===== config.mk =====
export PLATFORM = sky130hd
export DESIGN_NAME = pixel_expand
export DESIGN_NICKNAME = d
export VERILOG_FILES = /design/src/verilog/cam_disp_pkg.sv /design/src/verilog/pixel_expand.sv
export SDC_FILE = /design/constraint.sdc
export NUM_CORES = 1
export LEC_CHECK = 0
export BUFFER_PORTS_ARGS = -buffer_cell sky130_fd_sc_hd__buf_2
export CORE_MARGIN = 1.5
export CORE_UTILIZATION = 33
export DETAILED_ROUTE_END_ITERATION = 8
export PLACE_DENSITY = 0.71
export SLEW_MARGIN = 15
export SYNTH_ARGS = -nofsm -noshare
export SYNTH_HDL_FRONTEND = slang
export SYNTH_SLANG_ARGS = --single-unit

===== constraint.sdc =====
create_clock -name pclk -period 0.83 [get_ports pclk]
set_clock_uncertainty 0.2 [all_clocks]
set_input_delay 0.249 -clock pclk [delete_from_list [all_inputs] [get_ports pclk]]
set_output_delay 0.249 -clock pclk [all_outputs]
set_load 0.005 [all_outputs]

===== src/verilog/cam_disp_pkg.sv =====
`default_nettype none

package cam_disp_pkg;

    // one camera pixel as the sensor sends it, red in the top bits
    typedef struct packed {
        logic [4:0] red;
        logic [5:0] green;
        logic [4:0] blue;
    } rgb565_t;

    // memory word, raw for the array and split into fields for display
    typedef union packed {
        logic [15:0] raw;
        rgb565_t     rgb;
    } pixel_word_u;

    // capture to store, 18 bits
    typedef struct packed {
        logic        valid;   // one-cycle strobe per pixel
        logic        sof;     // first pixel after vsync fall
        pixel_word_u pix;
    } cap_pixel_t;

    // raster control, all active high
    typedef struct packed {
        logic hs;
        logic vs;
        logic de;
    } video_ctl_t;

    // active display position being fetched
    typedef struct packed {
        logic [11:0] x;
        logic [11:0] y;
    } raster_pos_t;

    // widened colour toward the hdmi encoder
    typedef struct packed {
        logic [7:0] red;
        logic [7:0] green;
        logic [7:0] blue;
    } rgb888_t;

endpackage

`default_nettype wire


===== src/verilog/pixel_expand.sv =====
`timescale 1ns/1ps
`default_nettype none

module pixel_expand (
    input  wire logic                      pclk,
    input  wire logic                      rst,
    input  wire cam_disp_pkg::pixel_word_u rd_pix,
    input  wire cam_disp_pkg::video_ctl_t  ctl_in,
    output cam_disp_pkg::video_ctl_t       ctl,
    output cam_disp_pkg::rgb888_t          rgb
);
    import cam_disp_pkg::*;

    rgb888_t rgb_next;

    // zero low bits appended, black outside de
    always_comb begin
        rgb_next = '0;
        if (ctl_in.de) begin
            rgb_next.red   = {rd_pix.rgb.red, 3'b000};
            rgb_next.green = {rd_pix.rgb.green, 2'b00};
            rgb_next.blue  = {rd_pix.rgb.blue, 3'b000};
        end
    end

    // output register, second of the two display cycles
    always_ff @(posedge pclk) begin
        if (rst) begin
            ctl <= '0;
            rgb <= '0;
        end else begin
            ctl <= ctl_in;
            rgb <= rgb_next;
        end
    end

endmodule

`default_nettype wire


==> flow_metrics.py <==
metrics = {
    "cts": {
        "cts_sinks": 19,
        "cts_tree": "done",
        "clk_pin_slew_ps": 100,
        "cts_max_level": 1,
        "post-cts-setup-buffer-count": 0,
        "numCtsBuffers": 3,
        "clockRootBuffer": "clkbuf_4",
        "cts_buffer_depth": 2,
    },
    "yosys": {
        "yosys_warnings": 0,
        "ys_ff_latch": 19,
        "ys_top_cells_by_area": "dfxtp_1 61%, and3b_1 13%, and3b_2 11%",
        "synth.cell_area_um2": 628,
        "post-synth-top-area-cell": "dfxtp_1",
        "ys_seq_area_share_pct": 60.6,
        "synth_top_area_share_pct": 60.6,
        "syn_avg_cell_area_um2": 12.8,
        "syn_inst": 49,
        "yosysUniqueCellTypes": 8,
    },
    "final_layout": {
        "syn2layout_area_growth_pct": 33.9,
        "final_cell_mix": "39 x buf_2, 18 x dfxtp_1, 9 x and3b_1",
        "fill_cells": 193,
        "drive_above_1_share_pct": 57.8,
        "fin_nets": 112,
        "multi_input_area_um2": 198,
        "final_common_cell": "buf_2",
        "diodes": 0,
        "fin_area_um2": 841,
        "fin_util_pct": 47.7,
        "register_area_um2": 382,
    },
    "placement": {
        "gp_congestion": 0.598,
        "numPortBuffers": 39,
        "place_ws_ps": -202,
        "hpwlAfterDp_um": 796,
        "dpl-instance-area_um2": 812,
    },
    "floorplan": {
        "initial_core_util_pct": 35.6,
        "dieArea_mm2": 0.00217,
        "ioPinCount": 48,
        "rows": 15,
        "core-area_mm2": 0.00176,
        "die_w_um": 46.6,
        "die_h_um": 46.6,
    },
    "critical_path": {
        "cp-end-kind": "primary output",
        "cp_top_family": "flip-flops",
        "worst-setup-path-type": "register to primary output",
        "worstPathArrival_ps": 720,
        "cp_num_cells": 1,
        "critical_path_buf_inv_count": 1,
        "cp.required_ps": 380,
        "startpoint_type": "register",
        "worstSetupEndpoint": "rgb[6]",
        "cp_slowest_cell": "dfxtp_2",
        "crit_chain": "buf_2",
        "startpoint": "rgb[6]",
        "worst-path-max-fanout": 1,
        "cpPeakStageDelay_ps": 320,
    },
    "sta": {
        "rsz0062_at_grt": "true",
        "finalCritPeriodShare_pct": 141,
        "setup_viol_count_final": 19,
        "fin_crit_ps": 1170,
        "fin_ws_ps": -341,
        "fmax_mhz": 854,
        "slew_viol_final": 0,
        "hold_viol": 3,
        "hold-worst-slack_ps": -35.5,
    },
    "global_routing": {
        "grt_pass1_wl_um": 1350,
        "use_met2_pct": 15.6,
        "met1_usage_pct": 9.03,
        "grt-ovfl-total": 0,
        "antenna_found_initial": 0,
        "grt_max_degree": 19,
        "grt_pass1_vias": 325,
        "gr-usage-all-layers_pct": 9.27,
        "grt.met3_usage_pct": 2.75,
        "top_usage_layer": "met2",
    },
    "run_status": {
        "violations": "hold timing, setup timing",
        "outcome": "complete, but fails checks",
    },
    "power": {
        "worst_ir_drop_vdd_uv": 612,
        "pwr_density_cell_mw_per_mm2": 1830,
        "p_leak_nw": 0.497,
        "power.total_w": 0.00154,
    },
    "detailed_routing": {
        "viasPerCell": 3.92,
        "drc_errors": 0,
        "wire_per_inst_um": 8.90,
        "vias": 451,
        "routed_wl_um": 1020,
        "first_pass_iters": 3,
        "drt_iter0_drc": 1,
        "final_antenna_net_count": 0,
    },
    "run": {
        "cap_violations": 0,
    },
    "hold_path": {
        "hp-class": "input pin to register",
    },
}
## area by class of cell
cell class	count	share of cell area (%)
Sequential cell	19	45.4
Timing Repair Buffer	40	24.1
Multi-Input combinational cell	27	23.5
Tap cell	25	3.72
Clock buffer	3	2.68
Clock inverter	1	0.595
## where the power goes
group          switching, W  total, W  internal, W
registers        0.00000706  0.000957     0.000950
logic             0.0000602  0.000148    0.0000881
clock network      0.000257  0.000436     0.000179
total              0.000324   0.00154      0.00122
## synth_stat cells
cell	number
and3b_1	9
and3b_2	7
buf_4	8
buf_6	1
clkbuf_2	1
conb_1	1
dfxtp_1	19
nor2b_1	3
## routing by layer
metal  routed length [µm]  vias to the layer above
met3                  133                        2
met5                    0                        -
li1                     -                      227
met2                  509                       25
met1                  372                      197
met4                    8                        0
## worst min path at each step
| stage | start | to | slack, ps | cells past startpoint |
|---|---|---|---|---|
| 2_1_floorplan | ctl_in[1] | ctl[1] | 180 | 1 |
| 3_3_place_gp | ctl_in[1] | ctl[1] | 260 | 2 |
| 3_5_place_dp | ctl_in[1] | ctl[1] | 260 | 2 |
| 4_1_cts | ctl_in[1] | ctl[1] | -50 | 2 |
| 5_1_grt | ctl_in[1] | ctl[1] | -40 | 2 |
| 6_report | ctl_in[1] | ctl[1] | -40 | 2 |
## flip-flops by register name (all words and copies together), names as in the netlist
signal	cells
ctl	3
rgb	16
## logic make-up (layout without fill, tap and decap cells)
kind of cell	after synthesis	count (layout)	share of synthesized area (%)
buffers and inverters	10	44	12.2
flip-flops	19	19	60.6
AND/OR/NAND/NOR	19	19	26.7
other	1	8	0.597
## metrics by stage
stage,cells,TNS [ps]
6_report,115,-6170
5_1_grt,115,-6940
4_1_cts,115,-6450
3_5_place_dp,111,-3420
3_3_place_gp,111,-3040
2_1_floorplan,56,-33.0
## repair_timing
item	CTS	global route
endpoints found under the setup margin	19	19
resized for setup	0	1
hold endpoints to repair	10	8
(Power assumes the default switching activity.)
