[config.mk]
export PLATFORM = sky130hd
export DESIGN_NAME = dvp_capture
export DESIGN_NICKNAME = d
export VERILOG_FILES = /design/src/verilog/cam_disp_pkg.sv /design/src/verilog/dvp_capture.sv
export SDC_FILE = /design/constraint.sdc
export NUM_CORES = 1
export LEC_CHECK = 0
export ABC_AREA = 1
export BUFFER_PORTS_ARGS = -buffer_cell sky130_fd_sc_hd__buf_4
export CORE_MARGIN = 2
export CORE_UTILIZATION = 30
export CTS_CLUSTER_SIZE = 25
export DETAILED_ROUTE_END_ITERATION = 10
export PLACE_DENSITY_LB_ADDON = 0.3
export RECOVER_POWER = 25
export SLEW_MARGIN = 5
export SYNTH_ARGS = -nofsm -noshare
export SYNTH_HDL_FRONTEND = slang
export SYNTH_SLANG_ARGS = --single-unit
[constraint.sdc]
create_clock -name pclk -period 1.7 [get_ports pclk]
set_input_delay 0.085 -clock pclk [delete_from_list [all_inputs] [get_ports pclk]]
set_output_delay 0.085 -clock pclk [all_outputs]
set_load 0.03 [all_outputs]
[src/verilog/cam_disp_pkg.sv]
`default_nettype none

package cam_disp_pkg;

    // one camera pixel as the sensor sends it, red in the top bits
    typedef struct packed {
        logic [4:0] red;
        logic [5:0] green;
        logic [4:0] blue;
    } rgb565_t;

    // memory word, raw for the array and split into fields for display
    typedef union packed {
        logic [15:0] raw;
        rgb565_t     rgb;
    } pixel_word_u;

    // capture to store, 18 bits
    typedef struct packed {
        logic        valid;   // one-cycle strobe per pixel
        logic        sof;     // first pixel after vsync fall
        pixel_word_u pix;
    } cap_pixel_t;

    // raster control, all active high
    typedef struct packed {
        logic hs;
        logic vs;
        logic de;
    } video_ctl_t;

    // active display position being fetched
    typedef struct packed {
        logic [11:0] x;
        logic [11:0] y;
    } raster_pos_t;

    // widened colour toward the hdmi encoder
    typedef struct packed {
        logic [7:0] red;
        logic [7:0] green;
        logic [7:0] blue;
    } rgb888_t;

endpackage

`default_nettype wire

[src/verilog/dvp_capture.sv]
`timescale 1ns/1ps
`default_nettype none

module dvp_capture #(
    parameter int IMAGE_WIDTH  = 1280,
    parameter int IMAGE_HEIGHT = 720
) (
    input  wire logic                pclk,
    input  wire logic                rst,
    input  wire logic                camera_vsync,
    input  wire logic                camera_href,
    input  wire logic [7:0]          camera_data,
    output cam_disp_pkg::cap_pixel_t cap
);
    import cam_disp_pkg::*;

    localparam int FRAME_PIXELS = IMAGE_WIDTH * IMAGE_HEIGHT;
    localparam int CNT_W        = $clog2(FRAME_PIXELS + 1);

    logic             vsync_d;       // last vsync for the falling edge
    logic             second_byte;   // next byte closes a pixel
    logic             sof_armed;     // set by vsync fall and cleared by first pixel
    logic [CNT_W-1:0] pix_cnt;       // pixels taken since vsync fell
    logic [7:0]       first_byte;    // red and green 5:3
    logic             pix_valid;
    logic             pix_sof;
    pixel_word_u      pix_word;

    logic vsync_fall;
    logic frame_full;
    logic take_byte;
    logic pair_done;
    logic pix_accept;

    assign vsync_fall = vsync_d & ~camera_vsync;
    assign take_byte  = camera_href & ~camera_vsync;   // bytes during vsync dropped
    assign pair_done  = take_byte & second_byte;
    // extra pixels past one frame would wrap onto the top lines
    assign frame_full = (pix_cnt == CNT_W'(FRAME_PIXELS));
    assign pix_accept = pair_done & ~frame_full;

    always_ff @(posedge pclk) begin
        if (rst) begin
            vsync_d     <= 1'b0;
            second_byte <= 1'b0;
            sof_armed   <= 1'b0;
            pix_cnt     <= '0;
            pix_valid   <= 1'b0;
            pix_sof     <= 1'b0;
        end else begin
            vsync_d   <= camera_vsync;
            pix_valid <= pix_accept;               // one clock after 2nd byte
            pix_sof   <= pix_accept & sof_armed;

            // phase held clear while href is low so each href run starts on a first byte
            if (!take_byte)
                second_byte <= 1'b0;
            else
                second_byte <= ~second_byte;

            if (vsync_fall)
                sof_armed <= 1'b1;
            else if (pix_accept)
                sof_armed <= 1'b0;

            if (vsync_fall)
                pix_cnt <= '0;
            else if (pix_accept)
                pix_cnt <= pix_cnt + 1'b1;
        end
    end

    // byte payload
    always_ff @(posedge pclk) begin
        if (take_byte && !pair_done)
            first_byte <= camera_data;
        if (pair_done)
            pix_word.raw <= {first_byte, camera_data};   // green 2:0 and blue in low byte
    end

    assign cap = {pix_valid, pix_sof, pix_word};

endmodule

`default_nettype wire

==> metrics <==
area share of the largest cell type after synthesis=0.334; Starting DRT DRC Count=83; fin crit period=1490 ps; synth warn=0; TritonCTS clock tree=built; setup ws final=210 ps; post-detailed-route count of antenna-violating nets=0; Routed WL per cell=11.2 um; multiplexer share of the synthesized area=0; Primary FF master, synth=dfxtp_1; dpl hpwl=3.00 mm; grt peak-use layer=met2; Hold WC Path Type=in -> reg; cell count after placement=364; # H-tree levels=2; met2 usage=0.188; peak supply drop=0.000309 V; f_max=0.671 GHz; Pins Over Slew Limit=0; Filler cells=699; setup violators final=0; Async SR Flop Fraction=0; RePlAce Congestion=0.861; Layout Skew=7.53 ps; Worst slew margin=0.724; Post-Syn Area=2150 um2; buffers added on ports=29; Critical Path Source Type=register; Critical Path AT=1700 ps; I/O pins=30; syn_area_per_cell=8.98 um2; grt ovf=0; Sinks on Clock Net=49; Max clock buf depth=2; final net count=298; Synth Area in Compound Gates=0.0517; WL final=4.28 mm; unrepaired setup endpoints after global routing=no; Hold WS=32.5 ps; CP max FO=3; count leader, synth=nand2_1; antenna violations before repair=0; vias per cell=4.27; Tcrit/Tclk final=0.876; DRC viols=0; first-pass GRT wire length=6.96 mm; Crit. End Element=register; syn_nets=254; Core Box Area=6870 um2; largest family of logic cells by synthesized area=simple AND/OR/NAND/NOR gates; DRT Pass-1 Iters=4; Netlist cell types=27; Mapped Cells=240; total negative setup slack=0 ps; die span in x=88.7 um; Post-CTS Setup Bufs=0; dominant cells by area after synthesis=edfxtp_1, dfxtp_1, nand2_1; Layout Utilization=0.387; Sequential cell area=1220 um2; number of synthesized flops with an enable pin=24; Synth Area in XOR/XNOR=0.0325; Worst Tran Pin Value=414 ps; Site Rows=30; leak pwr=0.951 nW; vias=1626; Area growth syn-to-layout=23.4%; CP Class=reg -> reg; Simple-Gate Fraction of Synth Area=0.278; Die Ht=88.7 um; worst-skew pair later-pin latency=300 ps; die area=7880 um2; total CTS buffers=5; Synth Area in Adders=0.0116; clk slew on worst S/H paths=90 ps; Max-Cap Viols=0; post-synthesis register bit count=49; area of the multi-input gates=808 um2; GR Util All Layers=0.115; fraction of layout cells with a size suffix above 1=0.207; Root Buffer=clkbuf_8; status=finished clean; commonest cells in the synthesized netlist=nand2_1, nor2_1, dfxtp_1; WP data required=1910 ps; PD cells=770 nW/um2; Seq/Total Area, Yosys=0.567; Hold Vio Cnt, Final=0; met1 global-route usage=0.149; largest net degree at the start of global routing=17; met3 GRT Util=0.0252; final std cells w/o fill=381; starting density of the core=0.314; n_diodes=0; pre-CTS setup slack=182 ps; vias in the first global route=1526; largest area contributor in the netlist=edfxtp_1
-- cells in the final DEF (no fill, tap or decap), types with 8 or more instances in the layout --
cell type,n
nor2_1,32
dfxtp_1,24
inv_1,20
edfxtp_1,24
dlygate4sd3_1,9
a21oi_1,14
buf_4,26
nand3_1,8
nand2_1,71
nor2_2,9
-- cell families after synthesis --
kind of cell	count (synthesis)
simple gates	134
flops	49
buf+inv	27
compound gates	20
xor+xnor	8
fa+ha+maj	2
-- routing by layer --
layer  wire, um  vias up
li1           -      853
met1       2040      746
met2       2060       20
met3        102        7
met4         74        0
met5          0        -
-- per-stage QoR --
step / instance area, um2 / power [mW]
2_1_floorplan: 2150 / 1.33
3_3_place_gp: 2480 / 1.37
3_5_place_dp: 2480 / 1.37
4_1_cts: 2660 / 2.08
5_1_grt: 2660 / 2.12
6_report: 2660 / 2.05
-- where the power goes --
group          switching (mW)  internal, mW  total, mW
Combinational          0.0535        0.0457     0.0991
Sequential            0.00550          1.25       1.26
Clock                   0.398         0.290      0.688
-- flip-flops by register name, indices dropped and copies added, names as in the netlist --
signal,count
pix_cnt,20
pix_valid,1
pix_word,16
pix_sof,1
second_byte,1
sof_armed,1
first_byte,8
vsync_d,1
-- cell type report --
type	instances	area share
clock buffer	6	0.0273
clock inverter	2	0.00565
inverter	21	0.0296
timing repair buffer	43	0.128
tap	96	0.0452
sequential	49	0.460
multi-input combinational	164	0.304
-- timing repair --
item	4_1_cts	5_1_grt
resized for setup	0	2
hold buffers	9	0
setup endpoints to repair	0	1
endpoints found under the hold margin	21	0
-- path summary, 6_finish.rpt --
path | cells past startpoint | slack, ps | to | start
max reg2reg | 10 | 210 | pix_cnt[18] | pix_cnt[1]
min reg2reg | 0 | 420 | pix_word[11] | first_byte[3]
max | 10 | 210 | pix_cnt[18] | pix_cnt[1]
min | 3 | 30 | vsync_d | camera_vsync
-- worst max-delay path, stage by stage (launching register included) --
cell	delay, ps
dfxtp_1	370
ha_2	210
nand2_1	70
nor2_2	150
nand3_2	130
nor2_2	140
nand2_1	80
nor2_2	120
nand2_1	60
nand2_1	50
nor2_1	30
Power figures use the tool's default switching activity.
