==> src/verilog/cam_disp_pkg.sv <==
`default_nettype none

package cam_disp_pkg;

    // one camera pixel as the sensor sends it, red in the top bits
    typedef struct packed {
        logic [4:0] red;
        logic [5:0] green;
        logic [4:0] blue;
    } rgb565_t;

    // memory word, raw for the array and split into fields for display
    typedef union packed {
        logic [15:0] raw;
        rgb565_t     rgb;
    } pixel_word_u;

    // capture to store, 18 bits
    typedef struct packed {
        logic        valid;   // one-cycle strobe per pixel
        logic        sof;     // first pixel after vsync fall
        pixel_word_u pix;
    } cap_pixel_t;

    // raster control, all active high
    typedef struct packed {
        logic hs;
        logic vs;
        logic de;
    } video_ctl_t;

    // active display position being fetched
    typedef struct packed {
        logic [11:0] x;
        logic [11:0] y;
    } raster_pos_t;

    // widened colour toward the hdmi encoder
    typedef struct packed {
        logic [7:0] red;
        logic [7:0] green;
        logic [7:0] blue;
    } rgb888_t;

endpackage

`default_nettype wire

==> src/verilog/video_timing.sv <==
`timescale 1ns/1ps
`default_nettype none

module video_timing #(
    parameter int IMAGE_WIDTH  = 1280,
    parameter int IMAGE_HEIGHT = 720,
    parameter int H_FRONT      = 110,
    parameter int H_SYNC       = 40,
    parameter int H_BACK       = 220,
    parameter int V_FRONT      = 5,
    parameter int V_SYNC       = 5,
    parameter int V_BACK       = 20
) (
    input  wire logic                pclk,
    input  wire logic                rst,
    output cam_disp_pkg::raster_pos_t pos,
    output cam_disp_pkg::video_ctl_t  ctl
);

    // horizontal line: active, front porch, sync, back porch
    localparam logic [11:0] H_ACTIVE     = 12'(IMAGE_WIDTH);
    localparam logic [11:0] H_SYNC_START = 12'(IMAGE_WIDTH + H_FRONT);
    localparam logic [11:0] H_SYNC_END   = 12'(IMAGE_WIDTH + H_FRONT + H_SYNC);
    localparam logic [11:0] H_LAST       = 12'(IMAGE_WIDTH + H_FRONT + H_SYNC + H_BACK - 1);

    // vertical, counted in lines
    localparam logic [11:0] V_ACTIVE     = 12'(IMAGE_HEIGHT);
    localparam logic [11:0] V_SYNC_START = 12'(IMAGE_HEIGHT + V_FRONT);
    localparam logic [11:0] V_SYNC_END   = 12'(IMAGE_HEIGHT + V_FRONT + V_SYNC);
    localparam logic [11:0] V_LAST       = 12'(IMAGE_HEIGHT + V_FRONT + V_SYNC + V_BACK - 1);

    logic [11:0] h_cnt;
    logic [11:0] v_cnt;
    logic        h_active;
    logic        v_active;
    logic        line_end;

    assign line_end = (h_cnt == H_LAST);

    always_ff @(posedge pclk) begin
        if (rst) begin
            h_cnt <= '0;
            v_cnt <= '0;
        end else begin
            if (line_end) begin
                h_cnt <= '0;
                // vertical steps once per line
                if (v_cnt == V_LAST)
                    v_cnt <= '0;
                else
                    v_cnt <= v_cnt + 1'b1;
            end else begin
                h_cnt <= h_cnt + 1'b1;
            end
        end
    end

    assign h_active = (h_cnt < H_ACTIVE);
    assign v_active = (v_cnt < V_ACTIVE);

    // raw raster control, still 2 cycles ahead of the pins
    assign ctl.hs = (h_cnt >= H_SYNC_START) && (h_cnt < H_SYNC_END);
    assign ctl.vs = (v_cnt >= V_SYNC_START) && (v_cnt < V_SYNC_END);
    assign ctl.de = h_active & v_active;

    // held at 0 in blanking so the memory read stays in range
    assign pos.x = h_active ? h_cnt : '0;
    assign pos.y = v_active ? v_cnt : '0;

endmodule

`default_nettype wire

==> config.mk <==
export PLATFORM = sky130hd
export DESIGN_NAME = video_timing
export DESIGN_NICKNAME = d
export VERILOG_FILES = /design/src/verilog/cam_disp_pkg.sv /design/src/verilog/video_timing.sv
export SDC_FILE = /design/constraint.sdc
export NUM_CORES = 1
export LEC_CHECK = 0
export BUFFER_PORTS_ARGS = -buffer_cell sky130_fd_sc_hd__buf_2
export CAP_MARGIN = 20
export CELL_PAD_IN_SITES_DETAIL_PLACEMENT = 2
export CELL_PAD_IN_SITES_GLOBAL_PLACEMENT = 2
export CORE_UTILIZATION = 33
export CTS_CLUSTER_DIAMETER = 200
export CTS_CLUSTER_SIZE = 12
export DETAILED_ROUTE_END_ITERATION = 8
export GPL_ROUTABILITY_DRIVEN = 0
export GPL_TIMING_DRIVEN = 0
export PLACE_DENSITY_LB_ADDON = 0.1
export SETUP_SLACK_MARGIN = 0.2
export SKIP_CTS_REPAIR_TIMING = 1
export SLEW_MARGIN = 10
export SYNTH_ARGS = -nofsm -noshare
export SYNTH_HDL_FRONTEND = slang
export SYNTH_SLANG_ARGS = --single-unit
==> constraint.sdc <==
create_clock -name pclk -period 5.9 [get_ports pclk]
set_clock_uncertainty 0.1 [all_clocks]
set_input_delay 0.885 -clock pclk [delete_from_list [all_inputs] [get_ports pclk]]
set_output_delay 0.885 -clock pclk [all_outputs]
set_load 0.02 [all_outputs]
==> results_dict.tcl <==
set metrics [dict create \
    status "complete, no violations" \
    start_util_pct 35.21 \
    worst-path-buf-inv 1 \
    hold_violations 0 \
    end_kind "output pin" \
    layout_common_cells "buf_2, nor2_1, dfxtp_1" \
    final_layout_size_suffix_gt1_share_pct 18.87 \
    p_leak_nw 0.6692 \
    cts_inserted_buffers 3 \
    cts.sinks 24 \
    clk_pin_slew_ns 0.09 \
    synth-adder-area-share_pct 4.318 \
    fin_nets 220 \
    met2_length_mm 2.047 \
    grt_pass1_wl_mm 6.699 \
    worstRegToRegCells 6 \
    netlist_top_cells_area "dfxtp_1, and2_1, xnor2_1, nor2_1, ha_1" \
    cts_buffer_depth 2 \
    syn_area_sq_um 1449 \
    grt_remaining_overflow 0 \
    min_path_cells 2 \
    place_area_sq_um 1644 \
    grt_pass1_vias 1365 \
    finalInstanceArea_sq_um 1699 \
    cellPowerDensity_nw_per_um2 174.9 \
    die_h_microns 68.26 \
    worstPathRequired_ns 4.91 \
    root_buffer "clkbuf_8" \
    hp-class "reg -> reg" \
    synth_top_family_by_area "simple AND/OR/NAND/NOR gates" \
    portBuffers 25 \
    syn_inst 181 \
    cp_top_family "simple AND/OR/NAND/NOR gates" \
    synth-xor-area-share_pct 7.254 \
    route.detailed.drc 0 \
    vias_per_cell 5.240 \
    wl_met1_mm 1.859 \
    antenna_found_initial 0 \
    syn_to_final_growth_pct 17.27 \
    period_needed_ns 2.926 \
    report.final.slew_viol_count 0 \
    wl_per_cell_microns 15.37 \
    criticalPathCategory "reg -> out" \
    final_antenna_net_count 0 \
    tightest_slew_ns 0.6612 \
    firstDrtPassIters 4 \
    worst-path-max-fanout 10 \
    dr_total_vias 1373 \
    h-tree-depth 1 \
    timing.hold.ws_ns 0.4181 \
    synth_cell_types 35 \
    cap_violations 0 \
    cts_tree "done" \
    final_common_cell "buf_2" \
    coreArea_sq_um 4115 \
    n_antenna_cell 0 \
    vdd_drop_max_uv 161.9 \
    die-area_sq_um 4659 \
    fin_crit_sh_pct 49.60 \
    fmax_mhz 341.7 \
    rsz0062_at_grt "false" \
    seq_area_frac_synth_pct 33.16 \
    drt-total-wl_mm 4.026 \
    synth_compound_area_share_pct 11.57 \
    dieWidth_microns 68.26 \
    wl_met3_microns 91 \
    syn_area_per_cell_sq_um 8.005 \
    arrival_ns 1.94 \
    clk_latency_ns 0.27 \
    grt_max_degree 14 \
    fillCellCount 507 \
    slew_headroom_pct 55.92 \
    num_io_pins 29 \
    rows 23 \
    cp_num_cells 4 \
    grt_use_total_pct 19.74 \
    yosys.area.top_type "dfxtp_1" \
    ys_ff_latch 24 \
    fin_tns_setup_ns 0 \
    crit_path_max_incr_delay_ns 0.53 \
    reg2reg_slack_ns 3.79 \
    yosys_warnings 0 \
    hpwl_mm 3.128 \
    synth_top_area_share_pct 33.16 \
    critical_path.cell_chain "or2_2 > a21oi_1 > and2_1 > buf_2" \
    synth_mux_area_share_pct 0.6908 \
    seq_area_sq_um 480.5 \
    highest_layer "met4" \
    drtIter0Drc 54 \
    synthSimpleGateAreaFrac_pct 36.79 \
    startpoint_type "register" \
    crit_slowest_cell "a21oi_1" \
    multiInputGateArea_sq_um 889.6 \
    setup_viol 0 \
]
[metrics by stage]
| step | total power, mW | instances | setup WS (ns) | utilization [%] |
|---|---|---|---|---|
| finish | 0.2972 | 262 | 2.974 | 41.29 |
| CTS | 0.3043 | 262 | 2.918 | 41.29 |
| global placement | 0.1868 | 258 | 3.265 | 39.95 |
| floorplan | 0.1825 | 183 | 3.069 | - |
| detailed placement | 0.1874 | 258 | 3.223 | 39.95 |
| global route | 0.3110 | 262 | 2.826 | 41.29 |
[sequential cells by signal, summed over array words and instances (netlist names)]
name   count
h_cnt     12
v_cnt     12
[Yosys cell counts (all sizes together)]
cell type and n:
xor2 1, o31ai 3, nor3 8, buf 4
a31oi 4, nand2 10, dfxtp 24, o21ai 7
o41ai 1, xnor2 11, nand4 5, and4bb 1
or2 2, nand2b 2, a211oi 1, inv 10
a21oi 10, and2 19, ha 5, or4 3
nor4b 2, nor2 24, or4b 1, nand3 7
nor4 2, mux2i 1, or3 6, and3 1
clkbuf 4, conb 1, and4 1
[where the power goes]
part | switching, mW | total (mW) | internal, mW
sequential | 0.00289 | 0.166 | 0.164
combinational | 0.0105 | 0.0171 | 0.00658
clock | 0.0540 | 0.114 | 0.0596
total | 0.0674 | 0.297 | 0.230
[layout make-up]
class                   instances  area share [%]
plain buffers                   8           2.872
inverters                      10           2.209
multi-input cells             141           52.36
clock buffers                   4           3.240
repair buffers                 25           7.364
flip-flops and latches         24           28.28
well taps                      50           3.682
[layer usage]
layer	track usage, %	up-vias
met2	34.80	17
met3	4.000	2
met4	3.906	0
met1	24.55	677
met5	0	-
li1	-	677
[worst min-delay path, stage by stage (launching register included)]
cell and delay [ns]:
dfxtp_1 0.35, o31ai_1 0.07, a21oi_1 0.06
[cells by family (layout without fill, tap and decap cells)]
kind of cell	after synthesis	after routing
flip-flops	24	24
other	1	3
AO/OA/AOI/OAI	26	26
multiplexers	1	1
XOR/XNOR	12	12
AND/OR/NAND/NOR	94	94
adder cells (fa/ha/maj)	5	5
buffers and inverters	18	47
[final timing paths]
path / startpoint / end
min reg2reg: v_cnt[11]$_SDFFE_PP0N_ / v_cnt[11]$_SDFFE_PP0N_
min: v_cnt[11]$_SDFFE_PP0N_ / v_cnt[11]$_SDFFE_PP0N_
max: v_cnt[4]$_SDFFE_PP0N_ / pos[1]
max reg2reg: h_cnt[8]$_SDFF_PP0_ / h_cnt[4]$_SDFF_PP0_
(Power assumes the default switching activity.)
